## src/soc_bus_pkg.sv

```systemverilog
package soc_bus_pkg;

    // Bus geometry. Every address selects one full data word.
    parameter int DATA_WIDTH = 32;
    parameter int ADDR_WIDTH = 32;

    // Number of GPIO pins on device 1.
    parameter int GPIO_WIDTH = 8;

    // Default address map, with inclusive word address ranges.
    parameter logic [ADDR_WIDTH-1:0] DEVICE0_START = 32'h0000_0000;
    parameter logic [ADDR_WIDTH-1:0] DEVICE0_FINAL = 32'h0000_0FFF;

    parameter logic [ADDR_WIDTH-1:0] DEVICE1_START = 32'h0000_1000;
    parameter logic [ADDR_WIDTH-1:0] DEVICE1_FINAL = 32'h0000_1002;

    // The buffer memory spans 770 words.
    parameter logic [ADDR_WIDTH-1:0] DEVICE2_START = 32'h0000_10B9;
    parameter logic [ADDR_WIDTH-1:0] DEVICE2_FINAL = 32'h0000_13BA;

    parameter logic [ADDR_WIDTH-1:0] DEVICE3_START = 32'h0000_13BB;
    parameter logic [ADDR_WIDTH-1:0] DEVICE3_FINAL = 32'h0000_13BE;

endpackage

```

## src/bus_port_if.sv

```systemverilog
`timescale 1ns/10ps

interface bus_port_if;

    logic                              read;
    logic                              write;
    logic [soc_bus_pkg::ADDR_WIDTH-1:0] address;
    logic [soc_bus_pkg::DATA_WIDTH-1:0] write_data;
    logic [soc_bus_pkg::DATA_WIDTH-1:0] read_data;

    // The decoder drives the request side of the port.
    modport master (output read, output write, output address, output write_data,
                    input read_data);

    // A device answers with read data in the same cycle.
    modport slave (input read, input write, input address, input write_data,
                   output read_data);

endinterface

```

## src/gpio_registers.sv

```systemverilog
`timescale 1ns/10ps

module gpio_registers #(
    parameter logic [soc_bus_pkg::ADDR_WIDTH-1:0] BASE       = soc_bus_pkg::DEVICE1_START,
    parameter int                               GPIO_WIDTH = soc_bus_pkg::GPIO_WIDTH
) (
    input  logic                  clk,
    input  logic                  reset,
    input  logic [GPIO_WIDTH-1:0] gpio_in,
    output logic [GPIO_WIDTH-1:0] gpio_out,
    bus_port_if.slave             bus
);

    localparam int DW = soc_bus_pkg::DATA_WIDTH;

    logic [GPIO_WIDTH-1:0]              out_latch;
    logic [GPIO_WIDTH-1:0]              in_sample;
    logic [soc_bus_pkg::ADDR_WIDTH-1:0] offset;

    assign offset = bus.address - BASE;

    always_ff @(posedge clk) begin
        if (reset) begin
            out_latch <= '0;
        end else if (bus.write) begin
            case (offset[1:0])
                2'd0:    out_latch <= bus.write_data[GPIO_WIDTH-1:0];
                2'd2:    out_latch <= out_latch ^ bus.write_data[GPIO_WIDTH-1:0];
                default: out_latch <= out_latch;
            endcase
        end
    end

    // One register stage on the pins, so a read shows the value from the last edge.
    always_ff @(posedge clk) begin
        in_sample <= gpio_in;
    end

    always_comb begin
        bus.read_data = '0;
        if (bus.read) begin
            case (offset[1:0])
                2'd0:    bus.read_data = {{(DW - GPIO_WIDTH){1'b0}}, out_latch};
                2'd1:    bus.read_data = {{(DW - GPIO_WIDTH){1'b0}}, in_sample};
                default: bus.read_data = '0;
            endcase
        end
    end

    assign gpio_out = out_latch;

endmodule

```

## src/flat_wrapper.sv

```systemverilog
// flat-port wrapper written by rule: the top's interface ports become plain ports
module gpio_registers_flat 
#(
    parameter logic [soc_bus_pkg::ADDR_WIDTH-1:0] BASE       = soc_bus_pkg::DEVICE1_START,
    parameter int                               GPIO_WIDTH = soc_bus_pkg::GPIO_WIDTH
)
  (clk, reset, gpio_in, gpio_out, bus_read, bus_write, bus_address, bus_write_data, bus_read_data);
  bus_port_if bus_i ();
  input  logic clk;
  input  logic reset;
  input  logic [GPIO_WIDTH-1:0] gpio_in;
  output logic [GPIO_WIDTH-1:0] gpio_out;
  input wire logic [$bits(bus_i.read)-1:0] bus_read;
  input wire logic [$bits(bus_i.write)-1:0] bus_write;
  input wire logic [$bits(bus_i.address)-1:0] bus_address;
  input wire logic [$bits(bus_i.write_data)-1:0] bus_write_data;
  output wire logic [$bits(bus_i.read_data)-1:0] bus_read_data;
  assign bus_i.read = bus_read;
  assign bus_i.write = bus_write;
  assign bus_i.address = bus_address;
  assign bus_i.write_data = bus_write_data;
  assign bus_read_data = bus_i.read_data;
  gpio_registers #(.BASE(BASE), .GPIO_WIDTH(GPIO_WIDTH)) u_core (.clk(clk), .reset(reset), .gpio_in(gpio_in), .gpio_out(gpio_out), .bus(bus_i));
endmodule
```

## config.mk

```make
export PLATFORM = sky130hd
export DESIGN_NAME = gpio_registers_flat
export DESIGN_NICKNAME = d
export VERILOG_FILES = /design/src/soc_bus_pkg.sv /design/src/bus_port_if.sv /design/src/gpio_registers.sv /design/src/flat_wrapper.sv
export SDC_FILE = /design/constraint.sdc
export NUM_CORES = 1
export LEC_CHECK = 0
export BUFFER_PORTS_ARGS = -buffer_cell sky130_fd_sc_hd__buf_2
export CORE_UTILIZATION = 29
export CTS_BUF_LIST = sky130_fd_sc_hd__clkbuf_16
export CTS_CLUSTER_DIAMETER = 150
export DETAILED_ROUTE_END_ITERATION = 12
export PLACE_DENSITY = 0.73
export SLEW_MARGIN = 20
export SYNTH_ARGS = -nofsm -noshare
export SYNTH_HDL_FRONTEND = slang
export SYNTH_SLANG_ARGS = --single-unit
```

## constraint.sdc

```tcl
create_clock -name clk -period 2.6 [get_ports clk]
set_input_delay 0.13 -clock clk [delete_from_list [all_inputs] [get_ports clk]]
set_output_delay 0.13 -clock clk [all_outputs]
set_load 0.02 [all_outputs]
```

==> impl_metrics.env <==
export IMPL_dp_cells=186
export IMPL_peakVddDrop_mv=0.392
export IMPL_syn_to_final_growth_pct=29.1
export IMPL_reg2reg_depth=2
export IMPL_slowest_delay_ns=0.38
export IMPL_detail_route_antenna_nets=0
export IMPL_hold_violations=0
export IMPL_routed_wirelength_um=1950
export IMPL_reg2reg_slack_ns=1.72
export IMPL_grt_overflow=0
export IMPL_path_class="in -> out"
export IMPL_grtUsageTotal_pct=11.8
export IMPL_core_area_um2=3080
export IMPL_routed_via_density=4.12
export IMPL_start_util_pct=30.6
export IMPL_cts_tree="yes"
export IMPL_synth_seq_cells=16
export IMPL_grt_max_degree=18
export IMPL_setup_violations=0
export IMPL_cts_sinks=16
export IMPL_p_leak_nw=0.584
export IMPL_clk_pin_slew_ns=0.05
export IMPL_diodes=0
export IMPL_whs_endpoint="u_core.gpio_out[3]"
export IMPL_hold_path_startpoint="bus_write_data[3]"
export IMPL_final_common_cell="buf_2"
export IMPL_cp_max_fo=17
export IMPL_placed_area_um2=1060
export IMPL_ys_types=18
export IMPL_setup_tns_ns=0
export IMPL_grt_pass1_vias=602
export IMPL_finalNonFillerCells=197
export IMPL_design_area_um2=1210
export IMPL_synthTopCellsByArea="dfxtp_1 (34%), buf_4 (19%), nor2b_1 (10%)"
export IMPL_synth_top_area_cell="dfxtp_1"
export IMPL_crit_top_cell="buf_2"
export IMPL_outcome="completed"
export IMPL_vias=811
export IMPL_first_pass_iters=2
export IMPL_cts_root_buf="clkbuf_16"
export IMPL_cp_top_family="simple AND/OR/NAND/NOR gates"
export IMPL_drcViolationCount=0
export IMPL_rr_endpoint="u_core.gpio_out[4]"
export IMPL_seq_area_frac_synth_pct=34.0
export IMPL_yosys_warnings=0
export IMPL_slowest_stage="nand2b_1"
export IMPL_grt_pass1_wl_um=2870
export IMPL_syn_avg_cell_area_um2=8.48
export IMPL_maxCapViolations=0
export IMPL_dp_hpwl_um=1340
export IMPL_die_area_um2=3480
export IMPL_antenna_found_initial=0
export IMPL_h_tree_depth=1
export IMPL_startpoint_type="input port"
export IMPL_final_layout_size_suffix_gt1_share_pct=26.8
export IMPL_syn_inst=111
export IMPL_fp_row_count=20
export IMPL_synth_area_um2=941
export IMPL_cp_end_kind="output port"
export IMPL_hp_class="in -> reg"
export IMPL_die_h_um=59.0
export IMPL_r2r_start="u_core.gpio_out[4]"
export IMPL_p_per_area_nw_per_um2=574
export IMPL_required_ns=2.47
export IMPL_fin_crit_sh_pct=43.8
export IMPL_clockBufferDepth=2
export IMPL_drt_initial_drc_count=33
export IMPL_port_buffers=37
export IMPL_io_pins=116
export IMPL_crit_chain="buf_2, nand2b_1, nor2_1, buf_2"
export IMPL_yosysTopAreaCellShare_pct=34.0
export IMPL_rsz0062_at_grt="no"
export IMPL_post_drt_wl_per_cell_um=9.88
export IMPL_final_min_clock_period_ns=1.14
export IMPL_clock_skew_ns=0
export IMPL_layout_common_cells="buf_2 (37), conb_1 (24), dfxtp_1 (16), nor2b_1 (15), o21ai_0 (15)"
export IMPL_finalMaxSlewViolations=0
export IMPL_fmax_ghz=0.879
export IMPL_gp_congestion=0.691
export IMPL_whs_path_depth=3
export IMPL_holdWs_ns=0.153
export IMPL_insertion_delay_ns=0.24
export IMPL_fin_nets=231
export IMPL_numCtsBuffers=3
export IMPL_die_w_um=59.0
export IMPL_arrival_ns=1.01
export IMPL_cp_buffers_inverters=2
-- timing repair --
item	4_1_cts	5_1_grt
setup buffers	0	0
setup endpoints to repair	0	0
hold buffers	8	0
resized for setup	0	0
endpoints found under the hold margin	8	0
-- metrics by stage --
stage / util (%) / power [mW] / setup slack (ns)
after global routing: 39.5 / 0.733 / 1.32
final: 39.5 / 0.697 / 1.46
after global placement: 34.4 / 0.397 / 1.41
after CTS: 39.5 / 0.705 / 1.42
after floorplan: - / 0.389 / 1.61
after detailed placement: 34.4 / 0.398 / 1.39
-- where the power goes --
| group | switching [mW] | total (mW) | internal (mW) |
|---|---|---|---|
| sequential | 0.00977 | 0.270 | 0.260 |
| clock | 0.0937 | 0.296 | 0.202 |
| combinational | 0.0824 | 0.132 | 0.0496 |
| total | 0.186 | 0.697 | 0.512 |
-- flip-flops by register name, summed over array words and instances, names as in the netlist --
name              cells
u_core.in_sample      8
u_core.gpio_out       8
-- cell usage after synthesis --
library cell / number
nor3b_1: 7
nand2b_1: 1
or3b_1: 1
nand3b_1: 1
dfxtp_1: 16
conb_1: 1
o21ai_0: 15
buf_4: 24
a21oi_1: 7
nor2_1: 8
nor2b_1: 15
buf_2: 1
mux2i_1: 8
clkbuf_1: 2
nand2b_4: 1
buf_1: 1
a31oi_1: 1
buf_6: 1
-- layer usage --
metal | share of wire (%) | wire length [um] | global-route usage (%) | up-vias
met5 | 0 | 0 | 0 | -
met4 | 0.87 | 17 | 5.10 | 0
met3 | 7.3 | 143 | 4.62 | 2
met2 | 44 | 848 | 17.2 | 40
met1 | 48 | 937 | 15.4 | 362
li1 | - | - | - | 407
-- kinds of logic (layout without fill, tap and decap cells) --
kind of cell           after synthesis  in the layout  synth area share [%]
muxes                                8              8                  8.51
other                                1             24                 0.399
and+or+nand+nor                     34             34                  22.6
DFF                                 16             16                  34.0
buffers and inverters               29             48                  22.1
AOI/OAI and AO/OA                   23             23                  12.4
-- worst max path at each step --
stage	from	end	slack [ns]	depth (start not counted)
after floorplan	u_core.gpio_out[4]	bus_read_data[4]	1.61	2
after global placement	bus_address[0]	u_core.gpio_out[4]	1.41	4
after detailed placement	bus_address[0]	u_core.gpio_out[4]	1.39	4
after CTS	bus_address[1]	bus_read_data[4]	1.42	4
after global routing	bus_address[1]	bus_read_data[6]	1.32	4
final	bus_address[1]	bus_read_data[4]	1.46	4
-- tightest hold or removal path: cells and delay by family --
| family | cells | cell delay, ns |
|---|---|---|
| AO/OA/AOI/OAI | 2 | 0.12 |
| buffers and inverters | 1 | 0.10 |
-- cell type report --
cell class,instances,area (um2)
multi-input combinational,89,499
timing repair buffer,45,265
fill,346,1860
clock buffer,3,75.1
sequential,16,320
tap,44,55.1
(Power assumes the default switching activity.)
