`src/soc_bus_pkg.sv`:
```
package soc_bus_pkg;

    // Bus geometry. Every address selects one full data word.
    parameter int DATA_WIDTH = 32;
    parameter int ADDR_WIDTH = 32;

    // Number of GPIO pins on device 1.
    parameter int GPIO_WIDTH = 8;

    // Default address map, with inclusive word address ranges.
    parameter logic [ADDR_WIDTH-1:0] DEVICE0_START = 32'h0000_0000;
    parameter logic [ADDR_WIDTH-1:0] DEVICE0_FINAL = 32'h0000_0FFF;

    parameter logic [ADDR_WIDTH-1:0] DEVICE1_START = 32'h0000_1000;
    parameter logic [ADDR_WIDTH-1:0] DEVICE1_FINAL = 32'h0000_1002;

    // The buffer memory spans 770 words.
    parameter logic [ADDR_WIDTH-1:0] DEVICE2_START = 32'h0000_10B9;
    parameter logic [ADDR_WIDTH-1:0] DEVICE2_FINAL = 32'h0000_13BA;

    parameter logic [ADDR_WIDTH-1:0] DEVICE3_START = 32'h0000_13BB;
    parameter logic [ADDR_WIDTH-1:0] DEVICE3_FINAL = 32'h0000_13BE;

endpackage

```
`src/bus_port_if.sv`:
```
`timescale 1ns/10ps

interface bus_port_if;

    logic                              read;
    logic                              write;
    logic [soc_bus_pkg::ADDR_WIDTH-1:0] address;
    logic [soc_bus_pkg::DATA_WIDTH-1:0] write_data;
    logic [soc_bus_pkg::DATA_WIDTH-1:0] read_data;

    // The decoder drives the request side of the port.
    modport master (output read, output write, output address, output write_data,
                    input read_data);

    // A device answers with read data in the same cycle.
    modport slave (input read, input write, input address, input write_data,
                   output read_data);

endinterface

```
`src/bus_decoder.sv`:
```
`timescale 1ns/10ps

module bus_decoder #(
    parameter logic [soc_bus_pkg::ADDR_WIDTH-1:0] DEVICE0_START = soc_bus_pkg::DEVICE0_START,
    parameter logic [soc_bus_pkg::ADDR_WIDTH-1:0] DEVICE0_FINAL = soc_bus_pkg::DEVICE0_FINAL,
    parameter logic [soc_bus_pkg::ADDR_WIDTH-1:0] DEVICE1_START = soc_bus_pkg::DEVICE1_START,
    parameter logic [soc_bus_pkg::ADDR_WIDTH-1:0] DEVICE1_FINAL = soc_bus_pkg::DEVICE1_FINAL,
    parameter logic [soc_bus_pkg::ADDR_WIDTH-1:0] DEVICE2_START = soc_bus_pkg::DEVICE2_START,
    parameter logic [soc_bus_pkg::ADDR_WIDTH-1:0] DEVICE2_FINAL = soc_bus_pkg::DEVICE2_FINAL,
    parameter logic [soc_bus_pkg::ADDR_WIDTH-1:0] DEVICE3_START = soc_bus_pkg::DEVICE3_START,
    parameter logic [soc_bus_pkg::ADDR_WIDTH-1:0] DEVICE3_FINAL = soc_bus_pkg::DEVICE3_FINAL
) (
    input  logic                               read,
    input  logic                               write,
    input  logic [soc_bus_pkg::ADDR_WIDTH-1:0] address,
    input  logic [soc_bus_pkg::DATA_WIDTH-1:0] write_data,
    output logic [soc_bus_pkg::DATA_WIDTH-1:0] read_data,
    bus_port_if.master                         dev0,
    bus_port_if.master                         dev1,
    bus_port_if.master                         dev2,
    bus_port_if.master                         dev3
);

    logic [3:0] hit;

    // One inclusive range compare per device. The ranges must not overlap.
    assign hit[0] = (address >= DEVICE0_START) && (address <= DEVICE0_FINAL);
    assign hit[1] = (address >= DEVICE1_START) && (address <= DEVICE1_FINAL);
    assign hit[2] = (address >= DEVICE2_START) && (address <= DEVICE2_FINAL);
    assign hit[3] = (address >= DEVICE3_START) && (address <= DEVICE3_FINAL);

    // A port that is not addressed sees idle strobes and zero payload.
    assign dev0.read       = hit[0] & read;
    assign dev0.write      = hit[0] & write;
    assign dev0.address    = hit[0] ? address : '0;
    assign dev0.write_data = hit[0] ? write_data : '0;

    assign dev1.read       = hit[1] & read;
    assign dev1.write      = hit[1] & write;
    assign dev1.address    = hit[1] ? address : '0;
    assign dev1.write_data = hit[1] ? write_data : '0;

    assign dev2.read       = hit[2] & read;
    assign dev2.write      = hit[2] & write;
    assign dev2.address    = hit[2] ? address : '0;
    assign dev2.write_data = hit[2] ? write_data : '0;

    assign dev3.read       = hit[3] & read;
    assign dev3.write      = hit[3] & write;
    assign dev3.address    = hit[3] ? address : '0;
    assign dev3.write_data = hit[3] ? write_data : '0;

    // Unmapped addresses read as zero.
    always_comb begin
        if (hit[0]) begin
            read_data = dev0.read_data;
        end else if (hit[1]) begin
            read_data = dev1.read_data;
        end else if (hit[2]) begin
            read_data = dev2.read_data;
        end else if (hit[3]) begin
            read_data = dev3.read_data;
        end else begin
            read_data = '0;
        end
    end

endmodule

```
`src/flat_wrapper.sv`:
```
// flat-port wrapper written by rule: the top's interface ports become plain ports
module bus_decoder_flat 
#(
    parameter logic [soc_bus_pkg::ADDR_WIDTH-1:0] DEVICE0_START = soc_bus_pkg::DEVICE0_START,
    parameter logic [soc_bus_pkg::ADDR_WIDTH-1:0] DEVICE0_FINAL = soc_bus_pkg::DEVICE0_FINAL,
    parameter logic [soc_bus_pkg::ADDR_WIDTH-1:0] DEVICE1_START = soc_bus_pkg::DEVICE1_START,
    parameter logic [soc_bus_pkg::ADDR_WIDTH-1:0] DEVICE1_FINAL = soc_bus_pkg::DEVICE1_FINAL,
    parameter logic [soc_bus_pkg::ADDR_WIDTH-1:0] DEVICE2_START = soc_bus_pkg::DEVICE2_START,
    parameter logic [soc_bus_pkg::ADDR_WIDTH-1:0] DEVICE2_FINAL = soc_bus_pkg::DEVICE2_FINAL,
    parameter logic [soc_bus_pkg::ADDR_WIDTH-1:0] DEVICE3_START = soc_bus_pkg::DEVICE3_START,
    parameter logic [soc_bus_pkg::ADDR_WIDTH-1:0] DEVICE3_FINAL = soc_bus_pkg::DEVICE3_FINAL
)
  (read, write, address, write_data, read_data, dev0_read, dev0_write, dev0_address, dev0_write_data, dev0_read_data, dev1_read, dev1_write, dev1_address, dev1_write_data, dev1_read_data, dev2_read, dev2_write, dev2_address, dev2_write_data, dev2_read_data, dev3_read, dev3_write, dev3_address, dev3_write_data, dev3_read_data);
  bus_port_if dev0_i ();
  bus_port_if dev1_i ();
  bus_port_if dev2_i ();
  bus_port_if dev3_i ();
  input  logic read;
  input  logic write;
  input  logic [soc_bus_pkg::ADDR_WIDTH-1:0] address;
  input  logic [soc_bus_pkg::DATA_WIDTH-1:0] write_data;
  output logic [soc_bus_pkg::DATA_WIDTH-1:0] read_data;
  output wire logic [$bits(dev0_i.read)-1:0] dev0_read;
  output wire logic [$bits(dev0_i.write)-1:0] dev0_write;
  output wire logic [$bits(dev0_i.address)-1:0] dev0_address;
  output wire logic [$bits(dev0_i.write_data)-1:0] dev0_write_data;
  input wire logic [$bits(dev0_i.read_data)-1:0] dev0_read_data;
  output wire logic [$bits(dev1_i.read)-1:0] dev1_read;
  output wire logic [$bits(dev1_i.write)-1:0] dev1_write;
  output wire logic [$bits(dev1_i.address)-1:0] dev1_address;
  output wire logic [$bits(dev1_i.write_data)-1:0] dev1_write_data;
  input wire logic [$bits(dev1_i.read_data)-1:0] dev1_read_data;
  output wire logic [$bits(dev2_i.read)-1:0] dev2_read;
  output wire logic [$bits(dev2_i.write)-1:0] dev2_write;
  output wire logic [$bits(dev2_i.address)-1:0] dev2_address;
  output wire logic [$bits(dev2_i.write_data)-1:0] dev2_write_data;
  input wire logic [$bits(dev2_i.read_data)-1:0] dev2_read_data;
  output wire logic [$bits(dev3_i.read)-1:0] dev3_read;
  output wire logic [$bits(dev3_i.write)-1:0] dev3_write;
  output wire logic [$bits(dev3_i.address)-1:0] dev3_address;
  output wire logic [$bits(dev3_i.write_data)-1:0] dev3_write_data;
  input wire logic [$bits(dev3_i.read_data)-1:0] dev3_read_data;
  assign dev0_read = dev0_i.read;
  assign dev0_write = dev0_i.write;
  assign dev0_address = dev0_i.address;
  assign dev0_write_data = dev0_i.write_data;
  assign dev0_i.read_data = dev0_read_data;
  assign dev1_read = dev1_i.read;
  assign dev1_write = dev1_i.write;
  assign dev1_address = dev1_i.address;
  assign dev1_write_data = dev1_i.write_data;
  assign dev1_i.read_data = dev1_read_data;
  assign dev2_read = dev2_i.read;
  assign dev2_write = dev2_i.write;
  assign dev2_address = dev2_i.address;
  assign dev2_write_data = dev2_i.write_data;
  assign dev2_i.read_data = dev2_read_data;
  assign dev3_read = dev3_i.read;
  assign dev3_write = dev3_i.write;
  assign dev3_address = dev3_i.address;
  assign dev3_write_data = dev3_i.write_data;
  assign dev3_i.read_data = dev3_read_data;
  bus_decoder #(.DEVICE0_START(DEVICE0_START), .DEVICE0_FINAL(DEVICE0_FINAL), .DEVICE1_START(DEVICE1_START), .DEVICE1_FINAL(DEVICE1_FINAL), .DEVICE2_START(DEVICE2_START), .DEVICE2_FINAL(DEVICE2_FINAL), .DEVICE3_START(DEVICE3_START), .DEVICE3_FINAL(DEVICE3_FINAL)) u_core (.read(read), .write(write), .address(address), .write_data(write_data), .read_data(read_data), .dev0(dev0_i), .dev1(dev1_i), .dev2(dev2_i), .dev3(dev3_i));
endmodule
```
`config.mk`:
```
export PLATFORM = sky130hd
export DESIGN_NAME = bus_decoder_flat
export DESIGN_NICKNAME = d
export VERILOG_FILES = /design/src/soc_bus_pkg.sv /design/src/bus_port_if.sv /design/src/bus_decoder.sv /design/src/flat_wrapper.sv
export SDC_FILE = /design/constraint.sdc
export NUM_CORES = 1
export LEC_CHECK = 0
export ABC_AREA = 1
export BUFFER_PORTS_ARGS = -buffer_cell sky130_fd_sc_hd__buf_2
export CAP_MARGIN = 40
export CORE_AREA = 4 4 189 191
export DETAILED_ROUTE_END_ITERATION = 6
export DIE_AREA = 0 0 193 195
export PLACE_DENSITY = 0.47
export SETUP_SLACK_MARGIN = 0.2
export SLEW_MARGIN = 20
export SYNTH_ARGS = -nofsm -noshare
export SYNTH_HDL_FRONTEND = slang
export SYNTH_SLANG_ARGS = --single-unit
```
`constraint.sdc`:
```
create_clock -name vclk -period 1.3
set_input_delay 0.065 -clock vclk [all_inputs]
set_output_delay 0.065 -clock vclk [all_outputs]
set_load 0.1 [all_outputs]
```
==> run metrics <==
status=complete, but fails checks; failing checks=negative setup slack; via count=slightly below 6,000; MaxCap Viol Count=0; Fin Setup TNS=-90,970 ps; worst vdd ir=between 0.4 and 0.5 mV; port bufs=a little under 400; Avg Cell Area, Syn=4.819 µm²; layout cell share with drive strength beyond 1=between 70% and 80%; area post-placement=11,260 µm²; Final ANT Viol Nets=0; post-route insts no fill=1,625; fin crit period=about 1900 ps; DR iter-0 viols=90; Chip Height=~200 µm; Static Leak=a little over 5 nW; GRT Total Usage=roughly an eighth; Final Worst Setup Slack=-587.8 ps; num rows=68; Yosys warning total=0; placed cell count=1,587; register area share after synthesis=0%; total power after layout=1.917 mW; Vias/cell=~3.6; Worst Path Required=around 1200 ps; register area=0 µm²; gpl congestion=approximately 0.84; area delta synth->final=260.6%; CP Data Arrival Time=between 1500 and 2000 ps; FFs & Latches=0; Slew Limit Fails=0; initial antenna violation count=7; total die area=37,640 µm²; Die W=between 150 and 200 µm; vias in the first global route=5,940; RSZ-0062 raised after global routing=yes; Setup crit start kind=input port; first-pass GRT wire length=around 37,000 µm; # hold bufs at CTS=0; Crit Path Max Fanout=8; crit end category=output port; fmax=about 530 MHz; drt total wl=around 26,000 µm; number of distinct library cells after synthesis=25; GRT overflow=0; Period Utilization, post-route=145.2%; worst min-delay path category=input port to output port; Final Hold Fails=0; largest net degree at the start of global routing=39; Final Core Density=35.76%; layout net count=1,360; IO Pins=around 500; final setup violation count=approximately 200; final instance area=around 12,000 µm²; router iterations before antenna repair=4; Post-Synthesis Cells=702; Synth Cell Area=about 3400 µm²; pwr dens=157.1 nW/µm²; CORE AREA=roughly 34,000 µm²; clock buffers=0; detailed-route DRC error count=0; Setup Crit Path Kind=input port to output port; Final HPWL DP=about 22,000 µm; Starting Density=9.916%; DR WL/cell=roughly 16 µm
==> critical path, stage by stage <==
cell	delay, ps
buf_6	100
nor2_4	110
nand2_2	70
nor2_4	150
buf_6	120
nand3_4	70
a21oi_4	130
buf_12	140
nand2_8	100
buf_12	170
buf_12	130
buf_12	150
nor2_4	120
buf_12	180
==> worst paths after layout <==
kind	start	end	slack (ps)	cells after the start
max	address[25]	dev2_address[0]	-590	14
min	address[11]	dev0_address[11]	510	4
==> cell type report <==
type / instances / area (µm²)
fill: 3470 / 21920
timing repair buffer: 499 / 6588
multi-input combinational: 593 / 4703
tap: 455 / 569.3
inverter: 72 / 325.3
antenna: 6 / 15.01
==> cell usage in the layout (no fill, tap or decap), drive strengths merged <==
cell      instances
a21oi            35
buf             497
clkbuf            2
clkinvlp         10
conb             92
diode             6
inv              62
nand2           144
nand3            61
nand4             3
nor2            241
nor3              4
o211ai            1
o21ai             1
or2              11
==> metrics by stage <==
stage          worst slack, ps  hold WS, ps
4_1_cts                 -576.8        509.7
2_1_floorplan           -472.9        325.0
3_5_place_dp            -694.2        528.0
3_3_place_gp            -671.9        524.6
6_report                -587.8        508.1
5_1_grt                 -667.5        519.3
==> logic make-up (layout without fill, tap and decap cells) <==
| kind of cell | Yosys count | after routing | synth area share, % |
|---|---|---|---|
| simple gates | 462 | 464 | 58.32 |
| buf+inv | 202 | 571 | 35.69 |
| compound gates | 37 | 37 | 5.880 |
| other cells | 1 | 98 | 0.1108 |
==> power by group <==
part | internal (mW) | switching, mW | total, mW
logic | 0.321 | 1.60 | 1.92
registers | 0 | 0 | 0
clock network | 0.000000620 | 0 | 0.000000620
total | 0.321 | 1.60 | 1.92
==> synth_stat cells (all sizes together) <==
master / count / area share [%]
nor2: 241 / 30
o211ai: 1 / 0.22
a21oi: 35 / 5.5
or2: 11 / 2.0
inv: 72 / 8.1
clkbuf: 8 / 0.89
o21ai: 1 / 0.15
nand3: 61 / 9.2
nand2: 142 / 16
nor3: 4 / 0.59
conb: 1 / 0.11
buf: 122 / 27
nand4: 3 / 0.55
==> what timing repair did <==
item                                    in CTS  in global routing
endpoints found under the hold margin        0                  0
cloned                                       8                  3
buffers inserted                            18                  3
gates resized for setup                     71                 32
endpoints found under the setup margin     204                204
pin swaps                                   41                 27
==> metal layers <==
metal,GRT usage (%),share of wire [%]
met4,1.757,1.4
met2,23.82,53
met5,0,0
met1,14.60,38
met3,2.145,8.2
No activity file was read; power rests on OpenSTA's default activity.
