<file path="config.mk">
export PLATFORM = sky130hd
export DESIGN_NAME = interval_timer_flat
export DESIGN_NICKNAME = d
export VERILOG_FILES = /design/src/soc_bus_pkg.sv /design/src/bus_port_if.sv /design/src/interval_timer.sv /design/src/flat_wrapper.sv
export SDC_FILE = /design/constraint.sdc
export NUM_CORES = 1
export LEC_CHECK = 0
export ABC_AREA = 1
export BUFFER_PORTS_ARGS = -buffer_cell sky130_fd_sc_hd__buf_4
export CAP_MARGIN = 20
export CORE_AREA = 2 2 126 128
export CTS_CLUSTER_DIAMETER = 30
export DETAILED_ROUTE_END_ITERATION = 16
export DIE_AREA = 0 0 128 130
export PLACE_DENSITY = 0.58
export SETUP_SLACK_MARGIN = 0.5
export SLEW_MARGIN = 5
export SYNTH_ARGS = -nofsm -noshare
export SYNTH_HDL_FRONTEND = slang
export SYNTH_SLANG_ARGS = --single-unit
</file>
<file path="constraint.sdc">
create_clock -name clk -period 3.4 [get_ports clk]
set_input_delay 0.34 -clock clk [delete_from_list [all_inputs] [get_ports clk]]
set_output_delay 0.34 -clock clk [all_outputs]
set_load 0.005 [all_outputs]
</file>
<file path="src/soc_bus_pkg.sv">
package soc_bus_pkg;

    // Bus geometry. Every address selects one full data word.
    parameter int DATA_WIDTH = 32;
    parameter int ADDR_WIDTH = 32;

    // Number of GPIO pins on device 1.
    parameter int GPIO_WIDTH = 8;

    // Default address map, with inclusive word address ranges.
    parameter logic [ADDR_WIDTH-1:0] DEVICE0_START = 32'h0000_0000;
    parameter logic [ADDR_WIDTH-1:0] DEVICE0_FINAL = 32'h0000_0FFF;

    parameter logic [ADDR_WIDTH-1:0] DEVICE1_START = 32'h0000_1000;
    parameter logic [ADDR_WIDTH-1:0] DEVICE1_FINAL = 32'h0000_1002;

    // The buffer memory spans 770 words.
    parameter logic [ADDR_WIDTH-1:0] DEVICE2_START = 32'h0000_10B9;
    parameter logic [ADDR_WIDTH-1:0] DEVICE2_FINAL = 32'h0000_13BA;

    parameter logic [ADDR_WIDTH-1:0] DEVICE3_START = 32'h0000_13BB;
    parameter logic [ADDR_WIDTH-1:0] DEVICE3_FINAL = 32'h0000_13BE;

endpackage

</file>
<file path="src/bus_port_if.sv">
`timescale 1ns/10ps

interface bus_port_if;

    logic                              read;
    logic                              write;
    logic [soc_bus_pkg::ADDR_WIDTH-1:0] address;
    logic [soc_bus_pkg::DATA_WIDTH-1:0] write_data;
    logic [soc_bus_pkg::DATA_WIDTH-1:0] read_data;

    // The decoder drives the request side of the port.
    modport master (output read, output write, output address, output write_data,
                    input read_data);

    // A device answers with read data in the same cycle.
    modport slave (input read, input write, input address, input write_data,
                   output read_data);

endinterface

</file>
<file path="src/interval_timer.sv">
`timescale 1ns/10ps

module interval_timer #(
    parameter logic [soc_bus_pkg::ADDR_WIDTH-1:0] BASE = soc_bus_pkg::DEVICE3_START
) (
    input  logic      clk,
    input  logic      reset,
    output logic      irq,
    bus_port_if.slave bus
);

    localparam int DW = soc_bus_pkg::DATA_WIDTH;

    logic [DW-1:0]                      count;
    logic [DW-1:0]                      compare;
    logic [2:0]                         control;
    logic                               match;
    logic [soc_bus_pkg::ADDR_WIDTH-1:0] offset;

    assign offset = bus.address - BASE;

    // Control bits: 0 enable, 1 auto-reload, 2 interrupt enable.
    always_ff @(posedge clk) begin
        if (reset) begin
            count   <= '0;
            compare <= '0;
            control <= '0;
            match   <= 1'b0;
            irq     <= 1'b0;
        end else begin
            if (control[0]) begin
                if (count == compare) begin
                    match <= 1'b1;
                    count <= control[1] ? '0 : count + 1'b1;
                end else begin
                    count <= count + 1'b1;
                end
            end
            // A bus write in the same cycle overrides the counter update.
            if (bus.write) begin
                case (offset[1:0])
                    2'd0: count   <= bus.write_data;
                    2'd1: compare <= bus.write_data;
                    2'd2: control <= bus.write_data[2:0];
                    2'd3: begin
                        if (bus.write_data[0]) begin
                            match <= 1'b0;
                        end
                    end
                endcase
            end
            irq <= match & control[2];
        end
    end

    always_comb begin
        bus.read_data = '0;
        if (bus.read) begin
            case (offset[1:0])
                2'd0: bus.read_data = count;
                2'd1: bus.read_data = compare;
                2'd2: bus.read_data = {{(DW - 3){1'b0}}, control};
                2'd3: bus.read_data = {{(DW - 1){1'b0}}, match};
            endcase
        end
    end

endmodule

</file>
<file path="src/flat_wrapper.sv">
// flat-port wrapper written by rule: the top's interface ports become plain ports
module interval_timer_flat 
#(
    parameter logic [soc_bus_pkg::ADDR_WIDTH-1:0] BASE = soc_bus_pkg::DEVICE3_START
)
  (clk, reset, irq, bus_read, bus_write, bus_address, bus_write_data, bus_read_data);
  bus_port_if bus_i ();
  input  logic clk;
  input  logic reset;
  output logic irq;
  input wire logic [$bits(bus_i.read)-1:0] bus_read;
  input wire logic [$bits(bus_i.write)-1:0] bus_write;
  input wire logic [$bits(bus_i.address)-1:0] bus_address;
  input wire logic [$bits(bus_i.write_data)-1:0] bus_write_data;
  output wire logic [$bits(bus_i.read_data)-1:0] bus_read_data;
  assign bus_i.read = bus_read;
  assign bus_i.write = bus_write;
  assign bus_i.address = bus_address;
  assign bus_i.write_data = bus_write_data;
  assign bus_read_data = bus_i.read_data;
  interval_timer #(.BASE(BASE)) u_core (.clk(clk), .reset(reset), .irq(irq), .bus(bus_i));
endmodule
</file>
==> results of run 1 <==
-- synthesized netlist by cell type, types with 7 or more instances --
| cell type | count | area, um2 |
|---|---|---|
| dfxtp_1 | 69 | 1380 |
| xnor2_1 | 8 | 70.1 |
| o21ai_0 | 67 | 335 |
| inv_1 | 98 | 368 |
| clkbuf_1 | 22 | 82.6 |
| nand3_1 | 20 | 100 |
| a21oi_1 | 93 | 465 |
| nand4_1 | 11 | 68.8 |
| nand2_1 | 240 | 901 |
| xor2_1 | 13 | 114 |
| nor2_1 | 64 | 240 |
| nor2_2 | 7 | 43.8 |
-- kinds of logic after synthesis --
logic type / after synthesis
simple gates: 360
compound gates: 169
buf+inv: 139
flops: 69
xor+xnor: 21
fa+ha+maj: 1
-- through the flow --
stage               util, %  worst slack (ps)  hold slack, ps  instance area, um2
floorplan                 -              1910             402                4500
global placement       33.7              1260             460                5200
global route           35.4              1170             244                5460
detailed placement     33.7              1240             455                5200
finish                 35.4              1310             235                5460
CTS                    35.4              1320             232                5460
-- registers in the layout, indices dropped and copies added (netlist names) --
signal / cells
u_core.count: 32
u_core.compare: 32
u_core.match: 1
u_core.irq: 1
u_core.control: 3
-- path summary, 6_finish.rpt --
path	endpoint	start	slack, ps
worst max register to register	u_core.count[19]	u_core.count[21]	1420
worst max-delay path	bus_read_data[2]	bus_address[1]	1310
worst min register to register	u_core.irq	u_core.match	460
worst min-delay path	u_core.compare[17]	bus_write_data[17]	240
-- tightest hold or removal path, cell delays in order --
cell and delay, ps:
buf_4 80, nor2_1 30, nor2_1 80
-- cell type report --
type	count	area [um2]
Clock inverter	2	10.0
Sequential cell	69	1380
Inverter	106	398
Multi-Input combinational cell	551	2580
Fill cell	1720	9960
Timing Repair Buffer	80	601
Tap cell	192	240
Clock buffer	12	256
-- metal layers --
metal	wire, um	track usage [%]
met1	6960	24.7
met2	6670	30.1
met3	871	3.40
met4	421	7.43
met5	0	0
-- power breakdown --
group	internal, mW	total, mW	switching, mW
clock network	0.523	0.868	0.345
registers	0.849	0.895	0.0458
logic	0.119	0.308	0.189
==> flow_metrics.py, run 1 <==
metrics = {
    "run_status": {
        "outcome": "completed",
    },
    "cells_and_area": {
        "final_common_cell": "nand2_1",
        "instances_no_fill": 1012,
        "nets": 886,
        "n_antenna_cell": 0,
        "synthToLayoutAreaGrowth_pct": 21.3,
        "most-common-layout-cells": "240 x nand2_1, 97 x inv_1, 93 x a21oi_1, 80 x buf_4, 69 x dfxtp_1",
        "drive_gt1_share_pct": 14.3,
    },
    "clock_tree": {
        "insertion_delay_ps": 340,
        "root_buffer": "clkbuf_16",
        "clk_path_buf_depth": 2,
        "cts_resized": 0,
        "h-tree-depth": 3,
        "cts.reportedPaths.clkPinSlew_ps": 50,
        "hold_buffers": 0,
        "cts_sinks": 69,
        "tritoncts": "done",
        "postCtsSetupRepairBufs": 0,
        "cts_inserted_buffers": 9,
    },
    "synth": {
        "synth-seq-cells": 69,
        "synth_cells": 759,
        "synth_top_family_by_area": "simple AND/OR/NAND/NOR gates",
        "synth_simple_gate_area_share_pct": 33.5,
        "synthFlopType": "dfxtp_1",
        "synth_xor_xnor_area_share_pct": 4.08,
        "synth_mux_area_share_pct": 0,
        "avgSynthCellArea_um2": 5.93,
        "netlist_area_um2": 4500,
        "ys_seq_area_share_pct": 30.7,
        "synth-adder-area-share_pct": 0.278,
        "ys_async_sr_fraction_pct": 0,
        "synth_edf_count": 0,
        "synth_cell_types": 34,
        "synth_compound_area_share_pct": 19.3,
        "ys_warn_count": 0,
        "synth_nets": 828,
    },
    "placed_design": {
        "hpwl_um": 10900,
        "gp_congestion": 0.913,
        "post-place-cells": 998,
        "io_buffers": 70,
    },
    "die": {
        "die_h_um": 130,
        "fp-row-count": 46,
        "die_w_um": 128,
        "coreArea_um2": 15400,
        "ioPinCount": 101,
        "initial_core_util_pct": 29.2,
        "fp.dieArea_um2": 16600,
    },
    "worst_setup_path": {
        "path_max_fanout": 12,
        "rr_worst_depth": 8,
        "start_kind": "primary input",
        "arrival_ps": 1750,
        "setup.worst_path.class": "in2out",
        "crit_top_cell": "buf_4",
        "crit_cells": 7,
        "path_cells": "buf_4, nand2_1, inv_1, buf_4, a221oi_1, a211oi_1, buf_4",
        "worstPathRequired_ps": 3060,
        "cp_top_family": "buffers and inverters",
        "max_stage_delay_ps": 380,
        "end_kind": "primary output",
        "crit_slowest_cell": "inv_1",
        "crit_buf_inv": 4,
    },
    "run": {
        "cap_violations": 0,
    },
    "sta": {
        "maxSlewViolCount": 0,
        "skew_ps": 7.28,
        "rsz0062_at_grt": "false",
        "finalCritPeriodShare_pct": 61.3,
        "setup_viol_count_final": 0,
        "fmax_mhz": 479,
        "period_minus_slack_ps": 2090,
        "hold_viol_final": 0,
        "final.setup.tns_ps": 0,
        "slew-limit-headroom_pct": 56.7,
        "tightest_slew_ps": 646,
    },
    "power": {
        "max-vdd-ir-drop_mv": 0.189,
        "p_per_area_nw_per_um2": 379,
        "leakage_nw": 2.30,
        "finalPower_mw": 2.07,
    },
    "global_route": {
        "grt_max_degree": 41,
        "globalRouteTotalUtil_pct": 18.6,
        "antenna_found_initial": 0,
        "gr-total-overflow": 0,
        "grt_pass1_vias": 4549,
        "grt_pass1_wl_um": 23800,
    },
    "routing": {
        "drcViolationCount": 0,
        "wirelength_um": 14900,
        "wire_per_inst_um": 14.7,
        "vias": 4874,
        "first_pass_iters": 5,
        "antenna_left": 0,
        "dr.first_iter.drc_count": 404,
        "avgViaCountPerCell": 4.82,
    },
    "hold_path": {
        "hold_path.class": "in2reg",
        "hold_depth": 3,
    },
}
No activity file was read; power rests on OpenSTA's default activity.
==> run 2, diff against run 1 <==
PLACE_DENSITY = 0.6   (was 0.58)
clock period = 1.7 ns   (was 3.4 ns; I/O delays follow)
==> run 2 against run 1 <==
Total power up 110%. Clock-buffer cell count up 2. Cell area up 32%. Setup slack worse by 1300 ps. Via count up 11%. Non-clock buffer count up 68. Critical path depth up 3. Register-to-register slack worse by 1400 ps. First-iteration DRC count down 3.7%. Utilization up 11 points. Sequential cell count unchanged. Global-route usage up 0.57 points. Highest routed layer unchanged.
==> flow_metrics.py, run 2 (synthesized netlist as in run 1, its figures left out) <==
metrics = {
    "worst_setup_path": {
        "reg2reg_from": "u_core.count[0]",
        "crit_top_cell": "nand2_1",
        "path_cells": "inv_2, nand2_2, nand4_1, nor2_1, nand2_1, nor2_4, nand4_4, buf_12, nand2_1, a21oi_1",
        "rr_worst_depth": 10,
        "arrival_ps": 1870,
        "setup.worst_path.class": "reg2reg",
        "crit_slowest_cell": "dfxtp_4",
        "worstPathRequired_ps": 1920,
        "end_kind": "flop",
        "max_stage_delay_ps": 390,
        "path_max_fanout": 27,
        "setup.worst_path.start": "u_core.count[0]",
        "r2r_setup_slack_ps": 50,
        "r2r-end": "u_core.count[24]",
        "start_kind": "flop",
    },
    "cells_and_area": {
        "n_fill_cell": 1497,
        "most-common-layout-cells": "200 x nand2_1, 102 x buf_4, 86 x inv_1, 49 x nor2_1, 47 x a21oi_1",
        "final_common_cell": "nand2_1",
        "drive_gt1_share_pct": 42.7,
        "largestRegisters": "u_core.compare: 32 flops, u_core.count: 32 flops, u_core.control: 3 flops",
        "final_area_um2": 7230,
        "instances_no_fill": 1082,
        "synthToLayoutAreaGrowth_pct": 60.5,
        "nets": 954,
        "n_antenna_cell": 0,
    },
    "sta": {
        "maxSlewViolCount": 0,
        "fmax_mhz": 608,
        "rsz0062_at_grt": "true",
        "final.setup.tns_ps": 0,
        "finalCritPeriodShare_pct": 96.8,
        "hold_viol_final": 0,
        "whs_ps": 68.8,
        "tightest_slew_ps": 258,
        "skew_ps": 6.46,
        "slew-limit-headroom_pct": 82.6,
        "period_minus_slack_ps": 1650,
        "setup_viol_count_final": 0,
    },
    "die": {
        "ioPinCount": 101,
        "fp-row-count": 46,
        "coreArea_um2": 15400,
        "initial_core_util_pct": 29.2,
        "die_h_um": 130,
        "fp.dieArea_um2": 16600,
        "die_w_um": 128,
    },
    "placed_design": {
        "post-place-cells": 1023,
        "hpwl_um": 11100,
        "postPlaceCellArea_um2": 5500,
        "gp_congestion": 0.918,
        "io_buffers": 70,
    },
    "clock_tree": {
        "h-tree-depth": 3,
        "clk_path_buf_depth": 2,
        "cts.reportedPaths.clkPinSlew_ps": 50,
        "insertion_delay_ps": 340,
        "root_buffer": "clkbuf_16",
        "cts_sinks": 69,
        "hold_buffers": 0,
        "cts_inserted_buffers": 9,
        "tritoncts": "done",
    },
    "run": {
        "cap_violations": 0,
    },
    "routing": {
        "first_pass_iters": 5,
        "vias": 5417,
        "wire_per_inst_um": 16.2,
        "dr.first_iter.drc_count": 389,
        "antenna_left": 0,
        "wirelength_um": 17600,
        "avgViaCountPerCell": 5.01,
        "drcViolationCount": 0,
    },
    "hold_path": {
        "holdCritStartpoint": "bus_write_data[17]",
        "hold_end": "u_core.compare[17]",
        "hold_depth": 3,
        "hold_path.class": "in2reg",
    },
    "power": {
        "max-vdd-ir-drop_mv": 0.426,
        "finalPower_mw": 4.43,
        "p_per_area_nw_per_um2": 612,
        "leakage_nw": 3.02,
    },
    "global_route": {
        "antenna_found_initial": 0,
        "gr-total-overflow": 0,
        "grt_pass1_vias": 4911,
        "grt_max_degree": 49,
        "globalRouteTotalUtil_pct": 19.2,
        "grt_pass1_wl_um": 25000,
    },
    "run_status": {
        "outcome": "completed",
    },
}
-- run 2: worst max path at each step --
stage	end	depth (start not counted)
final	u_core.count[24]	10
after global routing	u_core.count[19]	10
after CTS	u_core.count[24]	9
after detailed placement	u_core.count[27]	10
after global placement	u_core.count[27]	10
after floorplan	u_core.count[24]	10
-- run 2: power breakdown --
part	total [mW]	switching (mW)	internal [mW]
Combinational	0.963	0.530	0.433
Sequential	1.79	0.107	1.69
Clock	1.67	0.685	0.985
Total	4.43	1.32	3.11
-- run 2: routing by layer --
metal	vias up	share of wire, %	track usage, %
met5	-	0	0
met4	0	2.8	6.66
met3	34	6.3	3.53
met2	190	47	31.8
met1	2520	44	25.2
li1	2673	-	-
-- run 2: worst max-delay path, delay by kind of cell (launching register included) --
family / cells / cell delay (ps)
buffers and inverters: 2 / 250
AND/OR/NAND/NOR: 7 / 830
AO/OA/AOI/OAI: 1 / 60
flip-flops: 1 / 390
-- run 2: layout make-up --
class / count / area, um2 / share of cell area [%]
sequential: 69 / 1510 / 20.9
multi-input combinational: 551 / 3280 / 45.3
tap: 192 / 240 / 3.32
clock inverter: 2 / 10.0 / 0.138
timing repair buffer: 148 / 1520 / 21.1
clock buffer: 14 / 244 / 3.37
inverter: 106 / 420 / 5.82
-- run 2: per-stage QoR --
step           utilization (%)  worst slack, ps
6_report                  46.9             54.7
3_3_place_gp              35.7             45.3
2_1_floorplan                -              262
5_1_grt                   46.9            -32.2
3_5_place_dp              35.7             39.9
4_1_cts                   41.0             97.7
-- run 2: timing repair --
item | 4_1_cts | 5_1_grt
endpoints found under the setup margin | 65 | 93
pin swaps | 28 | 46
buffers inserted | 17 | 16
gates resized for setup | 130 | 185
cloned | 2 | 8
==> run 3, diff against run 2 <==
CORE_AREA = 4 4 128 130   (was 2 2 126 128)
DIE_AREA = 0 0 132 134   (was 0 0 128 130)
==> run 3 against run 2 <==
Routed wire length fell by 4.8%. Non-clock buffer count fell by 19. Critical path depth fell by 1. Final cell count fell by 2.4%. Fmax fell by 2.8%. Utilization fell by 2.8 points. Highest routed layer unchanged. Sequential power barely moved. Largest power group unchanged. Clock-buffer cell count fell by 2.
==> flow_metrics.py, run 3 (synthesized netlist as in run 1, its figures left out) <==
metrics = {
    "power": {
        "leakage_nw": 2.78,
        "max-vdd-ir-drop_mv": 0.405,
        "p_per_area_nw_per_um2": 642,
    },
    "sta": {
        "finalCritPeriodShare_pct": 99.5,
        "rsz0062_at_grt": "true",
        "whs_ps": 58.1,
        "hold_viol_final": 0,
        "maxSlewViolCount": 0,
        "fmax_mhz": 591,
        "worst_slack_ps": 7.67,
        "setup_viol_count_final": 0,
        "skew_ps": 8.10,
        "slew-limit-headroom_pct": 74.7,
        "tightest_slew_ps": 379,
        "period_minus_slack_ps": 1690,
    },
    "worst_setup_path": {
        "end_kind": "flop",
        "path_max_fanout": 7,
        "path_cells": "xnor2_2, nand2_1, nor2_1, nand2_1, nor2_4, nand4_4, clkbuf_16, nand2_1, a21oi_1",
        "r2r_setup_slack_ps": 8,
        "crit_top_cell": "nand2_1",
        "max_stage_delay_ps": 400,
        "start_kind": "flop",
        "setup.worst_path.class": "reg2reg",
        "crit_slowest_cell": "dfxtp_1",
        "worstPathRequired_ps": 1920,
        "arrival_ps": 1910,
        "reg2reg_from": "u_core.compare[26]",
        "rr_worst_depth": 9,
        "r2r-end": "u_core.count[3]",
    },
    "placed_design": {
        "io_buffers": 70,
        "gp_congestion": 0.899,
        "hpwl_um": 11400,
        "dp_slack_ps": 3.89,
        "postPlaceCellArea_um2": 5480,
    },
    "cells_and_area": {
        "fin_util_pct": 44.1,
        "largestRegisters": "u_core.compare: 32 flops, u_core.count: 32 flops, u_core.control: 3 flops",
        "synthToLayoutAreaGrowth_pct": 48.2,
        "nets": 936,
        "most-common-layout-cells": "178 x nand2_1, 104 x buf_4, 87 x inv_1, 66 x o21ai_0, 58 x nor2_1",
        "final_common_cell": "nand2_1",
        "final_area_um2": 6680,
        "n_antenna_cell": 0,
        "drive_gt1_share_pct": 39.5,
    },
    "die": {
        "initial_core_util_pct": 29.7,
        "fp-row-count": 45,
        "fp.dieArea_um2": 17700,
        "die_w_um": 132,
        "die_h_um": 134,
        "coreArea_um2": 15100,
        "ioPinCount": 101,
    },
    "routing": {
        "wire_per_inst_um": 15.8,
        "antenna_left": 0,
        "drcViolationCount": 0,
        "vias": 5173,
        "avgViaCountPerCell": 4.90,
        "dr.first_iter.drc_count": 336,
        "first_pass_iters": 7,
        "wirelength_um": 16700,
    },
    "hold_path": {
        "holdCritStartpoint": "bus_write_data[29]",
        "hold_path.class": "in2reg",
        "hold_depth": 3,
        "hold_end": "u_core.compare[29]",
    },
    "clock_tree": {
        "h-tree-depth": 3,
        "cts_inserted_buffers": 9,
        "hold_buffers": 0,
        "insertion_delay_ps": 340,
        "tritoncts": "done",
        "root_buffer": "clkbuf_16",
        "clk_path_buf_depth": 2,
        "cts_sinks": 69,
        "cts.reportedPaths.clkPinSlew_ps": 50,
    },
    "global_route": {
        "globalRouteTotalUtil_pct": 17.4,
        "grt_max_degree": 39,
        "met3_usage_pct": 3.41,
        "antenna_found_initial": 0,
        "grt_busiest_layer": "met2",
        "grt_pass1_wl_um": 24200,
        "grt_use_met2_pct": 28.5,
        "grt_pass1_vias": 4605,
        "gr-total-overflow": 0,
        "grt_util_met1_pct": 23.6,
    },
    "run": {
        "cap_violations": 0,
    },
    "run_status": {
        "outcome": "completed",
    },
}
-- run 3: worst max path at each step --
stage	slack, ps	from	end	cells past startpoint
after floorplan	260	u_core.count[25]	u_core.count[24]	10
after global placement	20	u_core.count[0]	u_core.count[26]	11
after detailed placement	4	u_core.count[0]	u_core.count[26]	11
after CTS	70	u_core.count[0]	u_core.count[4]	10
after global routing	-80	u_core.count[0]	u_core.count[27]	10
final	8	u_core.compare[26]	u_core.count[3]	9
-- run 3: layout make-up --
class	count	area (um2)
Timing Repair Buffer	129	1180
Multi-Input combinational cell	552	3080
Sequential cell	69	1510
Fill cell	1576	8470
Tap cell	188	235
Clock buffer	12	246
Inverter	106	414
-- run 3: through the flow --
step	setup TNS, ps	total power, mW	cells
3_3_place_gp	0	2.49	1015
6_report	0	4.28	1056
5_1_grt	-1460	4.48	1056
4_1_cts	0	4.16	1030
2_1_floorplan	0	2.20	759
3_5_place_dp	0	2.49	1015
-- run 3: report_power, final --
part | internal [mW] | switching [mW]
Clock | 0.995 | 0.680
Sequential | 1.69 | 0.106
Combinational | 0.354 | 0.463
-- run 3: timing repair --
action / 4_1_cts / 5_1_grt
endpoints found under the setup margin: 65 / 68
buffers inserted: 3 / 19
resized for setup: 5 / 226
pin swaps: 7 / 56
gates cloned: 0 / 7
-- run 3: per-layer routing --
metal / wire, um / up-vias
met4: 289 / 0
met2: 7880 / 157
met1: 7710 / 2381
met5: 0 / -
met3: 862 / 19
li1: - / 2616
-- run 3: critical path, delay by kind of cell, from the launching register on --
family / cells / cell delay, ps
AOI/OAI and AO/OA: 1 / 50
xor gates and xnor gates: 1 / 130
buffers and inverters: 1 / 240
DFF: 1 / 400
and+or+nand+nor: 6 / 760
